==> src/rtl/sm83_pkg.sv <==
`default_nettype none

package sm83_pkg;

	// Internal data bus width
	localparam int WORD_SIZE = 8;

	// Opcode or data byte
	typedef logic [WORD_SIZE-1:0] word_t;

	// Register pair code as it appears in opcode fields
	typedef logic [1:0] reg_pair_t;

	localparam reg_pair_t REG_BC = 2'd0;
	localparam reg_pair_t REG_DE = 2'd1;
	localparam reg_pair_t REG_HL = 2'd2;
	localparam reg_pair_t REG_AF = 2'd3;

	// Four T-states per machine cycle
	typedef enum logic [1:0] {T1, T2, T3, T4} t_state_t;

	// Up to four machine cycles per instruction
	typedef enum logic [1:0] {M1, M2, M3, M4} m_cycle_t;

	typedef enum logic [3:0] {
		NOP,
		LD_R_N,      // LD r,n
		LD_HL_N,     // LD (HL),n
		LD_R_R,      // LD r,r'
		LD_R_HL,     // LD r,(HL)
		LD_HL_R,     // LD (HL),r
		ST_XX_A,     // LD (BC/DE),A
		LD_A_XX,     // LD A,(BC/DE)
		ST_NN_A,     // LDX (nn),A
		LD_A_NN,     // LDX A,(nn)
		UNSUPPORTED  // HALT and anything else, runs as a plain fetch
	} instr_class_t;

	typedef struct packed {
		instr_class_t cls;
		reg_pair_t    src_pair;  // Opcode bits 2:1
		logic         src_hi;
		reg_pair_t    dst_pair;  // Opcode bits 5:4
		logic         dst_hi;
		reg_pair_t    ind_pair;  // Pair used for (BC/DE) addressing
	} decode_t;

	typedef struct packed {
		logic mread;
		logic mwrite;
	} mem_ctl_t;

	// Register file strobes
	typedef struct packed {
		logic      hi_oe;
		logic      lo_oe;
		logic      adr_oe;
		logic      hi_in;
		logic      lo_in;
		logic      hi_we;
		logic      lo_we;
		reg_pair_t sel;
		logic      pc_oe;
		logic      pc_we;
	} reg_ctl_t;

	// Incrementer and address latch
	typedef struct packed {
		logic inc_oe;
		logic inc_carry;
		logic al_hi_we;
		logic al_lo_we;
	} adr_ctl_t;

	// Internal bus bridges, data latch and IR
	typedef struct packed {
		logic db_c2l_oe;
		logic db_l2c_oe;
		logic db_l2h_oe;
		logic db_h2l_oe;
		logic io_data_oe;
		logic io_data_we;
		logic zero_data_oe;
		logic ir_we;
		logic ir_bank_we;
	} bus_ctl_t;

	// ALU operand A path
	typedef struct packed {
		logic sh_oe;
		logic op_a_bus;
		logic op_a_oe;
		logic oe;
		logic cond_we;
	} alu_ctl_t;

endpackage

`default_nettype wire

==> src/rtl/sm83_sequencer.sv <==
`timescale 1ns/10ps
`default_nettype none

module sm83_sequencer (
	input  wire logic               clk,
	input  wire logic               reset,
	input  wire logic               last_cycle,
	output sm83_pkg::m_cycle_t      m_cycle,
	output sm83_pkg::t_state_t      t_state
);

	always_ff @(posedge clk) begin
		if (reset) begin
			// Hold the start of an instruction
			m_cycle <= sm83_pkg::M1;
			t_state <= sm83_pkg::T1;
		end else begin
			// T-state steps every clock, T4 wraps to T1
			t_state <= sm83_pkg::t_state_t'(t_state + 2'd1);

			if (t_state == sm83_pkg::T4) begin
				if (last_cycle) begin
					// Instruction done, next fetch
					m_cycle <= sm83_pkg::M1;
				end else begin
					// Next machine cycle
					// M4 would wrap to M1 on its own
					m_cycle <= sm83_pkg::m_cycle_t'(m_cycle + 2'd1);
				end
			end
		end
	end

endmodule

`default_nettype wire

==> src/rtl/sm83_decode.sv <==
`timescale 1ns/10ps
`default_nettype none

module sm83_decode (
	input  wire sm83_pkg::word_t    opcode,
	output sm83_pkg::decode_t       dec
);

	// High byte select for a 3-bit register field
	// B, D, H and A are high, C, E and L are low
	function automatic logic field_hi(input logic [2:0] field);
		return (field[2:1] == sm83_pkg::REG_AF) ? field[0] : ~field[0];
	endfunction

	always_comb begin
		// Register fields
		dec.src_pair = opcode[2:1];
		dec.src_hi   = field_hi(opcode[2:0]);
		dec.dst_pair = opcode[5:4];
		dec.dst_hi   = field_hi(opcode[5:3]);

		// BC or DE for the indirect A loads
		dec.ind_pair = opcode[5:4];

		// First matching pattern wins
		casez (opcode)
			8'h00: begin
				dec.cls = sm83_pkg::NOP;
			end
			// 00 110 110
			8'h36: begin
				dec.cls = sm83_pkg::LD_HL_N;
			end
			// 00 rrr 110
			8'b00??_?110: begin
				dec.cls = sm83_pkg::LD_R_N;
			end
			// HALT sits inside the LD block
			8'h76: begin
				dec.cls = sm83_pkg::UNSUPPORTED;
			end
			// 01 110 sss
			8'b0111_0???: begin
				dec.cls = sm83_pkg::LD_HL_R;
			end
			// 01 ddd 110
			8'b01??_?110: begin
				dec.cls = sm83_pkg::LD_R_HL;
			end
			// 01 ddd sss
			8'b01??_????: begin
				dec.cls = sm83_pkg::LD_R_R;
			end
			// 0x02 and 0x12
			8'b000?_0010: begin
				dec.cls = sm83_pkg::ST_XX_A;
			end
			// 0x0A and 0x1A
			8'b000?_1010: begin
				dec.cls = sm83_pkg::LD_A_XX;
			end
			8'hEA: begin
				dec.cls = sm83_pkg::ST_NN_A;
			end
			8'hFA: begin
				dec.cls = sm83_pkg::LD_A_NN;
			end
			default: begin
				dec.cls = sm83_pkg::UNSUPPORTED;
			end
		endcase
	end

endmodule

`default_nettype wire

==> src/rtl/sm83_microcode.sv <==
`timescale 1ns/10ps
`default_nettype none

module sm83_microcode (
	input  wire logic               clk,
	input  wire logic               reset,
	input  wire sm83_pkg::decode_t  dec,
	input  wire sm83_pkg::m_cycle_t m_cycle,
	input  wire sm83_pkg::t_state_t t_state,
	output logic                    last_cycle,
	output sm83_pkg::mem_ctl_t      mem,
	output sm83_pkg::reg_ctl_t      regs,
	output sm83_pkg::adr_ctl_t      adr,
	output sm83_pkg::bus_ctl_t      bus,
	output sm83_pkg::alu_ctl_t      alu
);

	// Position decode
	logic m1, m2, m3, m4;
	logic t1, t2, t4;

	// Set by reset, cleared when the first instruction ends
	logic startup;

	sm83_pkg::instr_class_t cls;
	sm83_pkg::m_cycle_t     last_m;
	logic                   last_c;
	logic                   ldx;

	// Micro-operations, selected per M-cycle and expanded by T-state
	logic pc_adr;    // PC to address latch at T4
	logic reg_adr;   // Register pair to address latch at T4
	logic pc_inc;    // Latch+1 to PC at T1
	logic rd;
	logic wr;
	logic latch_wr;  // Data latch to register at T4
	logic src_rd;    // Register onto internal bus at T1
	logic st_latch;  // Internal bus into data latch at T1

	sm83_pkg::reg_pair_t adr_pair;
	sm83_pkg::reg_pair_t wr_pair;
	sm83_pkg::reg_pair_t rd_pair;
	logic                wr_hi;
	logic                rd_hi;

	// Strobes before reset gating
	sm83_pkg::mem_ctl_t mem_c;
	sm83_pkg::reg_ctl_t reg_c;
	sm83_pkg::adr_ctl_t adr_c;
	sm83_pkg::bus_ctl_t bus_c;
	sm83_pkg::alu_ctl_t alu_c;

	assign m1 = (m_cycle == sm83_pkg::M1);
	assign m2 = (m_cycle == sm83_pkg::M2);
	assign m3 = (m_cycle == sm83_pkg::M3);
	assign m4 = (m_cycle == sm83_pkg::M4);
	assign t1 = (t_state == sm83_pkg::T1);
	assign t2 = (t_state == sm83_pkg::T2);
	assign t4 = (t_state == sm83_pkg::T4);

	// First instruction after reset runs as NOP whatever IR holds
	assign cls = startup ? sm83_pkg::NOP : dec.cls;
	assign ldx = (cls == sm83_pkg::ST_NN_A) || (cls == sm83_pkg::LD_A_NN);

	always_ff @(posedge clk) begin
		if (reset) begin
			startup <= 1'b1;
		end else if (last_c) begin
			startup <= 1'b0;
		end
	end

	// Final M-cycle per class
	always_comb begin
		case (cls)
			sm83_pkg::LD_R_N,
			sm83_pkg::LD_R_HL,
			sm83_pkg::LD_HL_R,
			sm83_pkg::ST_XX_A,
			sm83_pkg::LD_A_XX: last_m = sm83_pkg::M2;
			sm83_pkg::LD_HL_N: last_m = sm83_pkg::M3;
			sm83_pkg::ST_NN_A,
			sm83_pkg::LD_A_NN: last_m = sm83_pkg::M4;
			default: last_m = sm83_pkg::M1;
		endcase
	end

	assign last_c = t4 && (m_cycle == last_m);

	// Micro-operation selection
	always_comb begin
		pc_adr   = 1'b0;
		reg_adr  = 1'b0;
		pc_inc   = 1'b0;
		rd       = 1'b0;
		wr       = 1'b0;
		latch_wr = 1'b0;
		src_rd   = 1'b0;
		st_latch = 1'b0;
		adr_pair = sm83_pkg::REG_HL;
		wr_pair  = dec.dst_pair;
		wr_hi    = dec.dst_hi;
		rd_pair  = dec.src_pair;
		rd_hi    = dec.src_hi;

		case (cls)
			sm83_pkg::LD_R_N: begin
				// Immediate read in M2
				pc_adr   = m1;
				rd       = m1;
				pc_inc   = m2;
				latch_wr = m2;
			end
			sm83_pkg::LD_HL_N: begin
				pc_adr  = m1;
				rd      = m1;
				pc_inc  = m2;
				// Immediate stays in the data latch for the M3 write
				reg_adr = m2;
				wr      = m2;
			end
			sm83_pkg::LD_R_R: begin
				src_rd = m1;
			end
			sm83_pkg::LD_R_HL: begin
				reg_adr  = m1;
				rd       = m1;
				latch_wr = m2;
			end
			sm83_pkg::LD_HL_R: begin
				reg_adr  = m1;
				wr       = m1;
				src_rd   = m2;
				st_latch = m2;
			end
			sm83_pkg::ST_XX_A: begin
				adr_pair = dec.ind_pair;
				reg_adr  = m1;
				wr       = m1;
				rd_pair  = sm83_pkg::REG_AF;
				rd_hi    = 1'b1;
				src_rd   = m2;
				st_latch = m2;
			end
			sm83_pkg::LD_A_XX: begin
				adr_pair = dec.ind_pair;
				reg_adr  = m1;
				rd       = m1;
				wr_pair  = sm83_pkg::REG_AF;
				wr_hi    = 1'b1;
				latch_wr = m2;
			end
			sm83_pkg::ST_NN_A,
			sm83_pkg::LD_A_NN: begin
				// Two immediate bytes in M2 and M3, data access in M4
				pc_adr   = m1 || m2;
				pc_inc   = m2 || m3;
				rd       = m1 || m2 || (m3 && cls == sm83_pkg::LD_A_NN);
				wr       = m3 && (cls == sm83_pkg::ST_NN_A);
				rd_pair  = sm83_pkg::REG_AF;
				rd_hi    = 1'b1;
				wr_pair  = sm83_pkg::REG_AF;
				wr_hi    = 1'b1;
				src_rd   = m4 && (cls == sm83_pkg::ST_NN_A);
				st_latch = m4 && (cls == sm83_pkg::ST_NN_A);
				latch_wr = m4 && (cls == sm83_pkg::LD_A_NN);
			end
			default: begin
				// NOP and unsupported, fetch only
				pc_adr = 1'b0;
			end
		endcase
	end

	// Expansion into strobes
	always_comb begin
		mem_c = '0;
		reg_c = '0;
		adr_c = '0;
		bus_c = '0;
		alu_c = '0;

		// Memory access of cycle k is requested at T4 of cycle k-1
		mem_c.mread  = rd && t4;
		mem_c.mwrite = wr && t4;

		if (pc_adr && t4) begin
			reg_c.pc_oe    = 1'b1;
			adr_c.al_hi_we = 1'b1;
			adr_c.al_lo_we = 1'b1;
		end
		if (reg_adr && t4) begin
			reg_c.sel      = adr_pair;
			reg_c.adr_oe   = 1'b1;
			adr_c.al_hi_we = 1'b1;
			adr_c.al_lo_we = 1'b1;
		end
		if (pc_inc && t1) begin
			reg_c.pc_we     = 1'b1;
			adr_c.inc_oe    = 1'b1;
			adr_c.inc_carry = 1'b1;
		end
		// Source byte crosses to the other half of the bus
		if (src_rd && t1) begin
			reg_c.sel       = rd_pair;
			reg_c.hi_oe     = rd_hi;
			reg_c.lo_oe     = ~rd_hi;
			bus_c.db_h2l_oe = rd_hi;
			bus_c.db_l2h_oe = ~rd_hi;
		end
		if (st_latch && t1) begin
			bus_c.db_l2c_oe  = 1'b1;
			bus_c.io_data_we = 1'b1;
		end
		if (latch_wr && t4) begin
			bus_c.io_data_oe = 1'b1;
			bus_c.db_c2l_oe  = 1'b1;
			bus_c.db_l2h_oe  = 1'b1;
			reg_c.hi_in      = 1'b1;
			reg_c.lo_in      = 1'b1;
			reg_c.sel        = wr_pair;
			reg_c.hi_we      = wr_hi;
			reg_c.lo_we      = ~wr_hi;
		end

		// LD r,r' goes through ALU operand A in one M-cycle
		if (cls == sm83_pkg::LD_R_R && m1) begin
			alu_c.sh_oe    = t1;
			alu_c.op_a_bus = t1;
			if (t2) begin
				alu_c.op_a_oe   = 1'b1;
				alu_c.oe        = 1'b1;
				bus_c.db_h2l_oe = 1'b1;
				reg_c.hi_in     = 1'b1;
				reg_c.lo_in     = 1'b1;
				reg_c.sel       = wr_pair;
				reg_c.hi_we     = wr_hi;
				reg_c.lo_we     = ~wr_hi;
			end
		end

		// LDX builds the address latch in M3
		if (ldx && m3) begin
			if (t1) begin
				// Low address byte parks in operand A
				bus_c.io_data_oe = 1'b1;
				bus_c.db_c2l_oe  = 1'b1;
				bus_c.db_l2h_oe  = 1'b1;
				alu_c.sh_oe      = 1'b1;
				alu_c.op_a_bus   = 1'b1;
			end
			if (t2) begin
				alu_c.op_a_oe   = 1'b1;
				alu_c.oe        = 1'b1;
				bus_c.db_h2l_oe = 1'b1;
				reg_c.hi_in     = 1'b1;
				reg_c.lo_in     = 1'b1;
				reg_c.adr_oe    = 1'b1;
				reg_c.sel       = dec.ind_pair;
				adr_c.al_lo_we  = 1'b1;
			end
			if (t4) begin
				// High byte straight from the data latch
				bus_c.io_data_oe = 1'b1;
				bus_c.db_c2l_oe  = 1'b1;
				bus_c.db_l2h_oe  = 1'b1;
				reg_c.hi_in      = 1'b1;
				reg_c.lo_in      = 1'b1;
				reg_c.adr_oe     = 1'b1;
				reg_c.sel        = dec.ind_pair;
				adr_c.al_hi_we   = 1'b1;
			end
		end

		// Opcode fetch request on the final T4
		if (last_c) begin
			mem_c.mread    = 1'b1;
			reg_c.pc_oe    = 1'b1;
			adr_c.al_hi_we = 1'b1;
			adr_c.al_lo_we = 1'b1;
		end
		if (m1 && t1) begin
			reg_c.pc_we     = 1'b1;
			adr_c.inc_oe    = 1'b1;
			// PC stays put on the very first fetch
			adr_c.inc_carry = ~startup;
		end
		if (m1 && t4) begin
			// zero opcode replaces the bus byte after reset
			bus_c.io_data_oe   = ~startup;
			bus_c.zero_data_oe = startup;
			bus_c.ir_we        = 1'b1;
			bus_c.ir_bank_we   = 1'b1;
			alu_c.cond_we      = 1'b1;
		end
	end

	// Everything quiet while reset is held
	assign last_cycle = last_c && !reset;
	assign mem        = reset ? '0 : mem_c;
	assign regs       = reset ? '0 : reg_c;
	assign adr        = reset ? '0 : adr_c;
	assign bus        = reset ? '0 : bus_c;
	assign alu        = reset ? '0 : alu_c;

endmodule

`default_nettype wire

==> src/rtl/sm83_control.sv <==
`timescale 1ns/10ps
`default_nettype none

module sm83_control (
	input  wire logic               clk,
	input  wire logic               reset,
	input  wire sm83_pkg::word_t    opcode,
	output sm83_pkg::m_cycle_t      m_cycle,
	output sm83_pkg::t_state_t      t_state,
	output sm83_pkg::mem_ctl_t      mem,
	output sm83_pkg::reg_ctl_t      regs,
	output sm83_pkg::adr_ctl_t      adr,
	output sm83_pkg::bus_ctl_t      bus,
	output sm83_pkg::alu_ctl_t      alu
);

	// Decoded opcode
	sm83_pkg::decode_t dec;

	// End of instruction, back to the sequencer
	logic last_cycle;

	sm83_sequencer seq (
		.clk        (clk),
		.reset      (reset),
		.last_cycle (last_cycle),
		.m_cycle    (m_cycle),
		.t_state    (t_state)
	);

	sm83_decode decoder (
		.opcode (opcode),
		.dec    (dec)
	);

	sm83_microcode ucode (
		.clk        (clk),
		.reset      (reset),
		.dec        (dec),
		.m_cycle    (m_cycle),
		.t_state    (t_state),
		.last_cycle (last_cycle),
		.mem        (mem),
		.regs       (regs),
		.adr        (adr),
		.bus        (bus),
		.alu        (alu)
	);

endmodule

`default_nettype wire

==> config.mk <==
export PLATFORM = sky130hd
export DESIGN_NAME = sm83_control
export DESIGN_NICKNAME = d
export VERILOG_FILES = /design/src/rtl/sm83_pkg.sv /design/src/rtl/sm83_sequencer.sv /design/src/rtl/sm83_decode.sv /design/src/rtl/sm83_microcode.sv /design/src/rtl/sm83_control.sv
export SDC_FILE = /design/constraint.sdc
export NUM_CORES = 1
export LEC_CHECK = 0
export BUFFER_PORTS_ARGS = -buffer_cell sky130_fd_sc_hd__buf_2
export CORE_ASPECT_RATIO = 1.1
export CORE_MARGIN = 2
export CORE_UTILIZATION = 52
export DETAILED_ROUTE_END_ITERATION = 10
export GPL_ROUTABILITY_DRIVEN = 0
export GPL_TIMING_DRIVEN = 0
export PLACE_DENSITY = 0.82
export SLEW_MARGIN = 20
export SYNTH_ARGS = -nofsm -noshare
export SYNTH_HDL_FRONTEND = slang
export SYNTH_SLANG_ARGS = --single-unit
==> constraint.sdc <==
create_clock -name clk -period 3.3 [get_ports clk]
set_input_delay 0.33 -clock clk [delete_from_list [all_inputs] [get_ports clk]]
set_output_delay 0.33 -clock clk [all_outputs]
set_load 0.02 [all_outputs]
==> results.toml, run 1 <==
[power]
power.density_mw_per_mm2 = 159.4
leakagePower_nw = 0.7486
vdd_ir_drop_max_uv = 269.1

[layout]
antenna_cells = 0
final_cells = 277
area_growth_syn_to_layout_pct = 19.03
nets = 265
drive_gt1_frac = 0.2805
fin_area_mm2 = 0.001659

[critical_path]
worst-r2r-cell-count = 7
worst_setup_path_start_kind = "input pin"
arrival_ps = 2910
regToRegStartpoint = "ucode.startup"
critPathCaptureType = "output port"
worst_ep_required_time_ps = 2970
reg2reg_to = "ucode.startup"
cp_max_fo = 10
critical_path_class = "in2out"
reg2reg_slack_ps = 1000

[clock_network]
clkLatencyLatePin_ps = 240
root_buffer = "clkbuf_4"
post_cts_resized = 0
clock_sinks = 5
cts_hold_buf = 0
cts_setup_buffers = 0
clk_path_buf_depth = 2
clk_pin_slew_ps = 40
h-tree-depth = 1
cts_buffers = 3
cts_tree = "done"

[timing]
period_share = 0.9808
skew_ps = 3.392
post-route-min-period_ps = 3237
fin_ws_ps = 63.31
setup_viol = 0
relSlewSlack = 0.4903
hold_violations = 0
rsz0062_at_grt = "yes"
fin_tns_setup_ps = 0
tightest_slew_ps = 758.7
fmax_mhz = 309.0
slew_violations = 0

[synthesis]
syn_nets = 222
yosys.area.top_type_share = 0.07181
yosys-top-cells-area = "dfxtp_1 (7.2%), ha_1 (7.2%), a21oi_1 (5.7%), nor2_1 (4.8%), nand3_1 (4.7%)"
syn_inst = 204
synth_cell_types = 60
synth_commonest_cells = "nor2_1 (18), a21oi_1 (16), nand2_1 (16)"
synth_most_common_cell = "nor2_1"
synth_top_area_cell = "dfxtp_1"
synth_edf_count = 0
synthesis.area_mm2 = 0.001394
synth-async-reset-ratio = 0
syn_area_per_cell_um2 = 6.833
yosys_warnings = 0
synth-seq-cells = 5
seq_area_frac_synth = 0.07181
synth-main-ff-cell = "dfxtp_1"

[die]
die_area_mm2 = 0.003111
coreArea_mm2 = 0.002520
fp-row-count = 19
start_util = 0.5531
fp.dieW_um = 53.37
ios = 45
dieHeight_um = 58.30

[route]
drtAntennaViolNets = 0
via_count = 1765
vias_per_cell = 6.372
wl_per_cell_um = 14.99
drcViolationCount = 0
drtIter0Drc = 94
wl_um = 4152
drtPass1Iterations = 4

[global_routing]
antenna_found_initial = 0
grt-ovfl-total = 0
grt_pass1_wl_um = 6762
grt_pass1_vias = 1485
grt_max_degree = 11
track_usage = 0.2787

[placement]
detailed_place.area_mm2 = 0.001628
place_hpwl_um = 3192
io_buffers = 39
place_ws_ps = 102.4
dp_cells = 274

[flow_run]
max-cap-violations = 0

[hold_path]
worst_hold_path.num_cells = 2
hp-start = "reset"
whs_endpoint = "seq.t_state[1]"
hold_class = "in2reg"

[status]
status = "completed"
-- state kept, by name, summed over array words and instances, names as in the netlist --
name,count
seq.m_cycle,2
seq.t_state,2
ucode.startup,1
-- worst max path at each step --
stage                         end  slack, ps  cells past startpoint      start
after CTS                  adr[0]        100                      9  opcode[5]
after global routing      regs[2]        -50                     10  opcode[7]
after detailed placement   adr[0]        100                      9  opcode[5]
after floorplan           regs[3]        360                     10  opcode[2]
final                     regs[2]         60                     10  opcode[7]
after global placement     adr[0]         60                      9  opcode[5]
-- power breakdown --
part,internal (W),switching (W)
Combinational,0.0000433,0.0000838
Clock,0.0000456,0.0000237
Sequential,0.0000637,0.00000438
Total,0.000153,0.000112
-- per-layer routing --
layer	vias to the layer above	routed length, um	track usage
li1	860	-	-
met1	821	1757	0.3937
met2	84	2086	0.4603
met3	0	307	0.03046
met4	0	0	0.04762
met5	-	0	0
-- area by class of cell --
type / count / area, um^2
multi-input combinational: 166 / 1121
fill: 264 / 860.8
timing repair buffer: 39 / 195.2
buffer: 19 / 128.9
sequential: 5 / 100.1
inverter: 13 / 48.80
tap: 31 / 38.79
clock buffer: 4 / 26.28
-- critical path, stage by stage --
cell      delay (ps)
buf_2            120
buf_2            240
nor4_1           110
a21oi_2          410
nand4_1          330
o41ai_4          530
nand2_1          100
a2111o_1         340
a31oi_1          190
buf_2            190
-- per-stage QoR --
step | total power [W] | hold WS [ps] | utilization
finish | 0.0002645 | 456.3 | 0.6584
global route | 0.0002860 | 509.8 | 0.6584
CTS | 0.0002652 | 448.1 | 0.6564
detailed placement | 0.0001924 | 500.1 | 0.6460
global placement | 0.0001912 | 491.6 | 0.6460
floorplan | 0.0001599 | 546.6 | -
-- cell families (layout without fill, tap and decap cells) --
family                   Yosys count  after routing  share of synthesized area
XOR/XNOR                           3              3                    0.01885
multiplexers                       1              1                   0.008078
adder cells (fa/ha/maj)            8              8                    0.07182
AND/OR/NAND/NOR                   91             91                     0.3411
flip-flops                         5              5                    0.07182
buffers and inverters             33             75                     0.1302
AO/OA/AOI/OAI                     63             63                     0.3582
-- cell usage in the layout, fill, tap and decap left out, types with 4 or more instances in the layout --
master / count
a21oi_1: 16
a311oi_1: 4
a31oi_1: 4
buf_2: 46
buf_4: 7
dfxtp_1: 5
ha_1: 8
inv_1: 13
nand2_1: 16
nand3_1: 13
nor2_1: 18
nor2b_1: 4
nor3_1: 13
No activity file was read; power rests on OpenSTA's default activity.
==> inputs of run 2 (changes only) <==
--- a/config.mk
+++ b/config.mk
@@ -5,14 +5,15 @@
 export SDC_FILE = /design/constraint.sdc
 export NUM_CORES = 1
 export LEC_CHECK = 0
+export ABC_AREA = 1
 export BUFFER_PORTS_ARGS = -buffer_cell sky130_fd_sc_hd__buf_2
 export CORE_ASPECT_RATIO = 1.1
 export CORE_MARGIN = 2
-export CORE_UTILIZATION = 52
+export CORE_UTILIZATION = 51
 export DETAILED_ROUTE_END_ITERATION = 10
 export GPL_ROUTABILITY_DRIVEN = 0
 export GPL_TIMING_DRIVEN = 0
-export PLACE_DENSITY = 0.82
+export PLACE_DENSITY = 0.8
 export SLEW_MARGIN = 20
 export SYNTH_ARGS = -nofsm -noshare
 export SYNTH_HDL_FRONTEND = slang
==> results.toml, run 2 <==
[synthesis]
seq_area_frac_synth = 0.07306
synth_xor_xnor_area_share = 0.01187
synth_top_area_cell = "nand2_1"
synth-main-ff-cell = "dfxtp_1"
synth_compound_area_frac = 0.1388
syn_area_per_cell_um2 = 5.685
yosys.area.top_type_share = 0.1781
synth_most_common_cell = "nand2_1"
synth-seq-cells = 5
syn_nets = 259
yosys-top-cells-area = "nand2_1 (18%), inv_1 (8.5%), nor2_1 (7.4%), dfxtp_1 (7.3%), ha_1 (7.3%)"
synth-simple-area-share = 0.5461
yosys_warnings = 0
yosys-mux-area-fraction = 0
synth_edf_count = 0
synth_commonest_cells = "nand2_1 (65), inv_1 (31), nor2_1 (27)"
syn_inst = 241
synthAdderAreaFrac = 0.07306
synth_cell_types = 32
synth-async-reset-ratio = 0
synthesis.area_mm2 = 0.001370
synth_top_family_by_area = "simple AND/OR/NAND/NOR gates"

[layout]
drive_gt1_frac = 0.3391
antenna_cells = 0
fin_util = 0.6569
nets = 308
reg.largest.list = "seq.m_cycle x2, seq.t_state x2, ucode.startup x1"
area_growth_syn_to_layout_pct = 20.82
fin_area_mm2 = 0.001655
final_cell_mix = "nand2_1 (65), buf_2 (44), inv_1 (31), nor2_1 (27), nand3_1 (19)"
final_common_cell = "nand2_1"

[timing]
hold_violations = 0
relSlewSlack = 0.7025
setup_viol = 0
fmax_mhz = 387.5
fin_tns_setup_ps = 0
slew_violations = 0
skew_ps = 4.902
fin_ws_ps = 719.3
timing.hold.ws_ps = 504.3
tightest_slew_ps = 446.2
post-route-min-period_ps = 2581
rsz0062_at_grt = "no"
period_share = 0.7820

[route]
wl_met2_um = 1785
wl_per_cell_um = 11.19
route.top_layer_used = "met4"
drt-met1-wl_um = 1573
drcViolationCount = 0
vias_per_cell = 5.094
drtAntennaViolNets = 0
drtIter0Drc = 35
met3WireLength_um = 183
wl_um = 3582
via_count = 1630
drtPass1Iterations = 4

[critical_path]
cp_cell_sequence = "buf_2 -> nor2_4 -> inv_2 -> nor2_2 -> nand2_2 -> nand2_2 -> nor2_4 -> nand2_4 -> nand2_2 -> inv_2 -> nand2_1 -> nand2_1 -> xor2_2 -> nand4_2 -> a21oi_1 -> buf_2"
worst_setup_path_start_kind = "input pin"
cp_max_fo = 8
max_stage_delay_ps = 200
cp.buffers_inverters = 4
worst_ep_required_time_ps = 2970
path_delay_family = "simple AND/OR/NAND/NOR gates"
critPathCaptureType = "output port"
crit_top_cell = "nand2_2"
arrival_ps = 2250
critical_path_class = "in2out"
slowest_stage = "a21oi_1"

[clock_network]
cts_setup_buffers = 0
clock_sinks = 5
h-tree-depth = 1
cts_hold_buf = 0
root_buffer = "clkbuf_4"
post_cts_resized = 0
clk_path_buf_depth = 2
clkLatencyLatePin_ps = 240
cts_tree = "done"
clk_pin_slew_ps = 40
cts_buffers = 3

[placement]
place_ws_ps = 745.2
io_buffers = 44
detailed_place.area_mm2 = 0.001629
place_hpwl_um = 3059

[power]
seqPwrFrac = 0.258
power.density_mw_per_mm2 = 158.0
vdd_ir_drop_max_uv = 180.9
switching_share = 0.4271
combPwrFrac = 0.480
clkPwrFrac = 0.262
leakagePower_nw = 1.013
p_sw_w = 0.0001117
p_int_w = 0.0001498

[die]
ios = 45
start_util = 0.5437
fp-row-count = 19
dieHeight_um = 58.36
coreArea_mm2 = 0.002520
fp.dieW_um = 53.42
die_area_mm2 = 0.003118

[global_routing]
track_usage = 0.2409
antenna_found_initial = 0
grt-ovfl-total = 0
grt_max_degree = 11
grt_pass1_vias = 1425
grt_pass1_wl_um = 5775

[status]
status = "completed"

[hold_path]
hold_class = "reg2reg"

[flow_run]
max-cap-violations = 0
## run 2: cell count changes after synthesis, sizes merged, moves of 4 or more
cell / before / now
a311oi: 4 / 0
nand2: 16 / 79
nor3: 13 / 1
nor2: 19 / 36
inv: 13 / 38
nor2b: 4 / 0
nand3: 13 / 26
buf: 18 / 8
## run 2: path summary, 6_finish.rpt
| kind | startpoint | endpoint | slack [ps] | cells after the start |
|---|---|---|---|---|
| setup / recovery | opcode[7] | adr[1] | 720 | 16 |
| hold / removal | seq.t_state[0] | seq.t_state[0] | 500 | 1 |
| setup reg to reg | ucode.startup | ucode.startup | 1410 | 12 |
| hold reg to reg | seq.t_state[0] | seq.t_state[0] | 500 | 1 |
## run 2: logic make-up (layout without fill, tap and decap cells)
group | count (synthesis) | in the layout
xor+xnor | 1 | 1
buf+inv | 49 | 97
fa+ha+maj | 8 | 8
simple gates | 147 | 147
flops | 5 | 5
compound gates | 31 | 31
## run 2: power groups by stage
stage	logic, W	clock network, W	registers [W]
finish	0.000125	0.0000687	0.0000675
global route	0.000138	0.0000741	0.0000679
CTS	0.000126	0.0000740	0.0000675
detailed placement	0.000125	0	0.0000685
global placement	0.000123	0	0.0000682
floorplan	0.0000854	0	0.0000709
## run 2: area by class of cell
cell class              count  area, um^2
inverters                  39       147.6
clock buffers               4       26.28
fillers                   249       864.6
flip-flops and latches      5       100.1
multi-input cells         187        1055
repair buffers             44       220.2
plain buffers              10       67.56
well taps                  31       38.79
## run 2: worst register-to-register path, cell delays in order (launching register included)
cell and delay [ps]:
dfxtp_1 340, inv_1 240, nand2_2 110, nor2_4 160, nand2_2 120, nand2_2 130, inv_2 50, nand2_1 70
nand2_1 80, xor2_2 170, nand4_2 160, nand2_1 100, nand2_1 50
## run 2: per-stage QoR
step                      total power (W)  instances
final                           0.0002616        320
after global routing            0.0002803        320
after CTS                       0.0002672        320
after detailed placement        0.0001939        316
after global placement          0.0001911        316
after floorplan                 0.0001563        241
## run 2: routing by layer
metal / global-route usage / up-vias
met5: 0 / -
met2: 0.4162 / 50
li1: - / 862
met3: 0.02284 / 4
met4: 0.1099 / 0
met1: 0.2965 / 714
==> inputs of run 3 (changes only) <==
==> constraint.sdc (replaced) <==
create_clock -name clk -period 2.7 [get_ports clk]
set_input_delay 0.27 -clock clk [delete_from_list [all_inputs] [get_ports clk]]
set_output_delay 0.27 -clock clk [all_outputs]
set_load 0.02 [all_outputs]
==> results.toml, run 3 (synthesis gave the netlist of run 2 again) <==
[layout]
area_growth_syn_to_layout_pct = 20.82
nets = 308
reg.largest.list = "seq.m_cycle x2, seq.t_state x2, ucode.startup x1"
fillCellCount = 249
final_cell_mix = "nand2_1 (65), buf_2 (44), inv_1 (30), nor2_1 (27), nand3_1 (19)"
multi_input_area_mm2 = 0.001055
antenna_cells = 0
drive_gt1_frac = 0.3426
final_common_cell = "nand2_1"
fin_util = 0.6569
regArea_um2 = 100.1

[timing]
setup_viol = 0
fin_ws_ps = 239.1
rsz0062_at_grt = "no"
fmax_mhz = 406.4
post-route-min-period_ps = 2461
period_share = 0.9114
slew_violations = 0
skew_ps = 4.902
fin_tns_setup_ps = 0
tightest_slew_ps = 433.1
hold_violations = 0
relSlewSlack = 0.7113

[critical_path]
worst_ep_required_time_ps = 2430
worst_setup_path_start_kind = "input pin"
cp_max_fo = 8
critical_path_class = "in2out"
arrival_ps = 2190
critPathCaptureType = "output port"

[clock_network]
cts_setup_buffers = 0
clkLatencyLatePin_ps = 240
clock_sinks = 5
clk_pin_slew_ps = 40
clk_path_buf_depth = 2
h-tree-depth = 1
root_buffer = "clkbuf_4"
cts_buffers = 3
cts_tree = "done"

[power]
switching_share = 0.4273
clkPwrFrac = 0.262
seqPwrFrac = 0.258
power.density_mw_per_mm2 = 193.3
vdd_ir_drop_max_uv = 221.9
p_int_w = 0.0001832
p_sw_w = 0.0001367
leakagePower_nw = 1.010
combPwrFrac = 0.479
power_w = 0.0003199

[die]
ios = 45
die_area_mm2 = 0.003118
dieHeight_um = 58.36
start_util = 0.5437
fp-row-count = 19
coreArea_mm2 = 0.002520
fp.dieW_um = 53.42

[route]
drcViolationCount = 0
drtAntennaViolNets = 0
drtPass1Iterations = 4
drtIter0Drc = 36
wl_um = 3584
wl_per_cell_um = 11.20
via_count = 1636
vias_per_cell = 5.113

[global_routing]
grt_pass1_vias = 1425
antenna_found_initial = 0
grt_pass1_wl_um = 5775
grt_max_degree = 11
track_usage = 0.2409
grt-ovfl-total = 0

[hold_path]
hold_class = "in2reg"

[flow_run]
max-cap-violations = 0

[placement]
place_hpwl_um = 3059
place_ws_ps = 265.2
io_buffers = 44

[status]
status = "completed"
-- run 3: cell counts in the layout (fill, tap and decap cells not counted) --
Identical to the previous run, type by type.
-- run 3: through the flow --
stage | cells | hold WS (ps) | cell area, um^2
6_report | 320 | 451.1 | 1655
5_1_grt | 320 | 476.0 | 1655
4_1_cts | 320 | 445.0 | 1655
3_5_place_dp | 316 | 511.5 | 1629
3_3_place_gp | 316 | 476.6 | 1629
2_1_floorplan | 241 | 440.9 | 1370
-- run 3: critical path, cell delays in order --
cell and delay (ps):
buf_2 140, nor2_4 180, inv_2 50, nor2_2 130
nand2_2 80, nand2_2 90, nor2_4 50, nand2_4 120
nand2_2 60, inv_2 120, nand2_1 90, nand2_1 100
xor2_2 180, nand4_2 160, a21oi_1 200, buf_2 180
-- run 3: final timing paths --
| check | start | end | slack [ps] | cells past startpoint |
|---|---|---|---|---|
| max | opcode[7] | adr[1] | 240 | 16 |
| min | reset | ucode.startup | 450 | 4 |
| max reg2reg | ucode.startup | ucode.startup | 890 | 12 |
| min reg2reg | seq.t_state[0] | seq.t_state[0] | 500 | 1 |
-- run 3: routing by layer --
metal,GRT usage,up-vias,wire length (um)
met3,0.02284,10,201
li1,-,862,-
met4,0.1099,0,85
met5,0,-,0
met1,0.2965,712,1563
met2,0.4162,52,1733
-- run 3: power by group through the flow --
stage | clock network (W) | registers, W | logic (W)
after floorplan | 0 | 0.0000866 | 0.000104
after global placement | 0 | 0.0000834 | 0.000150
after detailed placement | 0 | 0.0000837 | 0.000153
after CTS | 0.0000904 | 0.0000825 | 0.000154
after global routing | 0.0000905 | 0.0000832 | 0.000169
final | 0.0000839 | 0.0000827 | 0.000153
-- run 3: final cells by class --
cell class / instances / share of cell area
Tap cell: 31 / 0.02343
Clock buffer: 4 / 0.01587
Sequential cell: 5 / 0.06047
Buffer: 10 / 0.04082
Multi-Input combinational cell: 187 / 0.6372
Timing Repair Buffer: 44 / 0.1330
Inverter: 39 / 0.08919
-- run 3: timing repair --
action	in CTS	in global routing
hold buffers	0	0
resized for setup	0	1
setup endpoints to repair	0	5
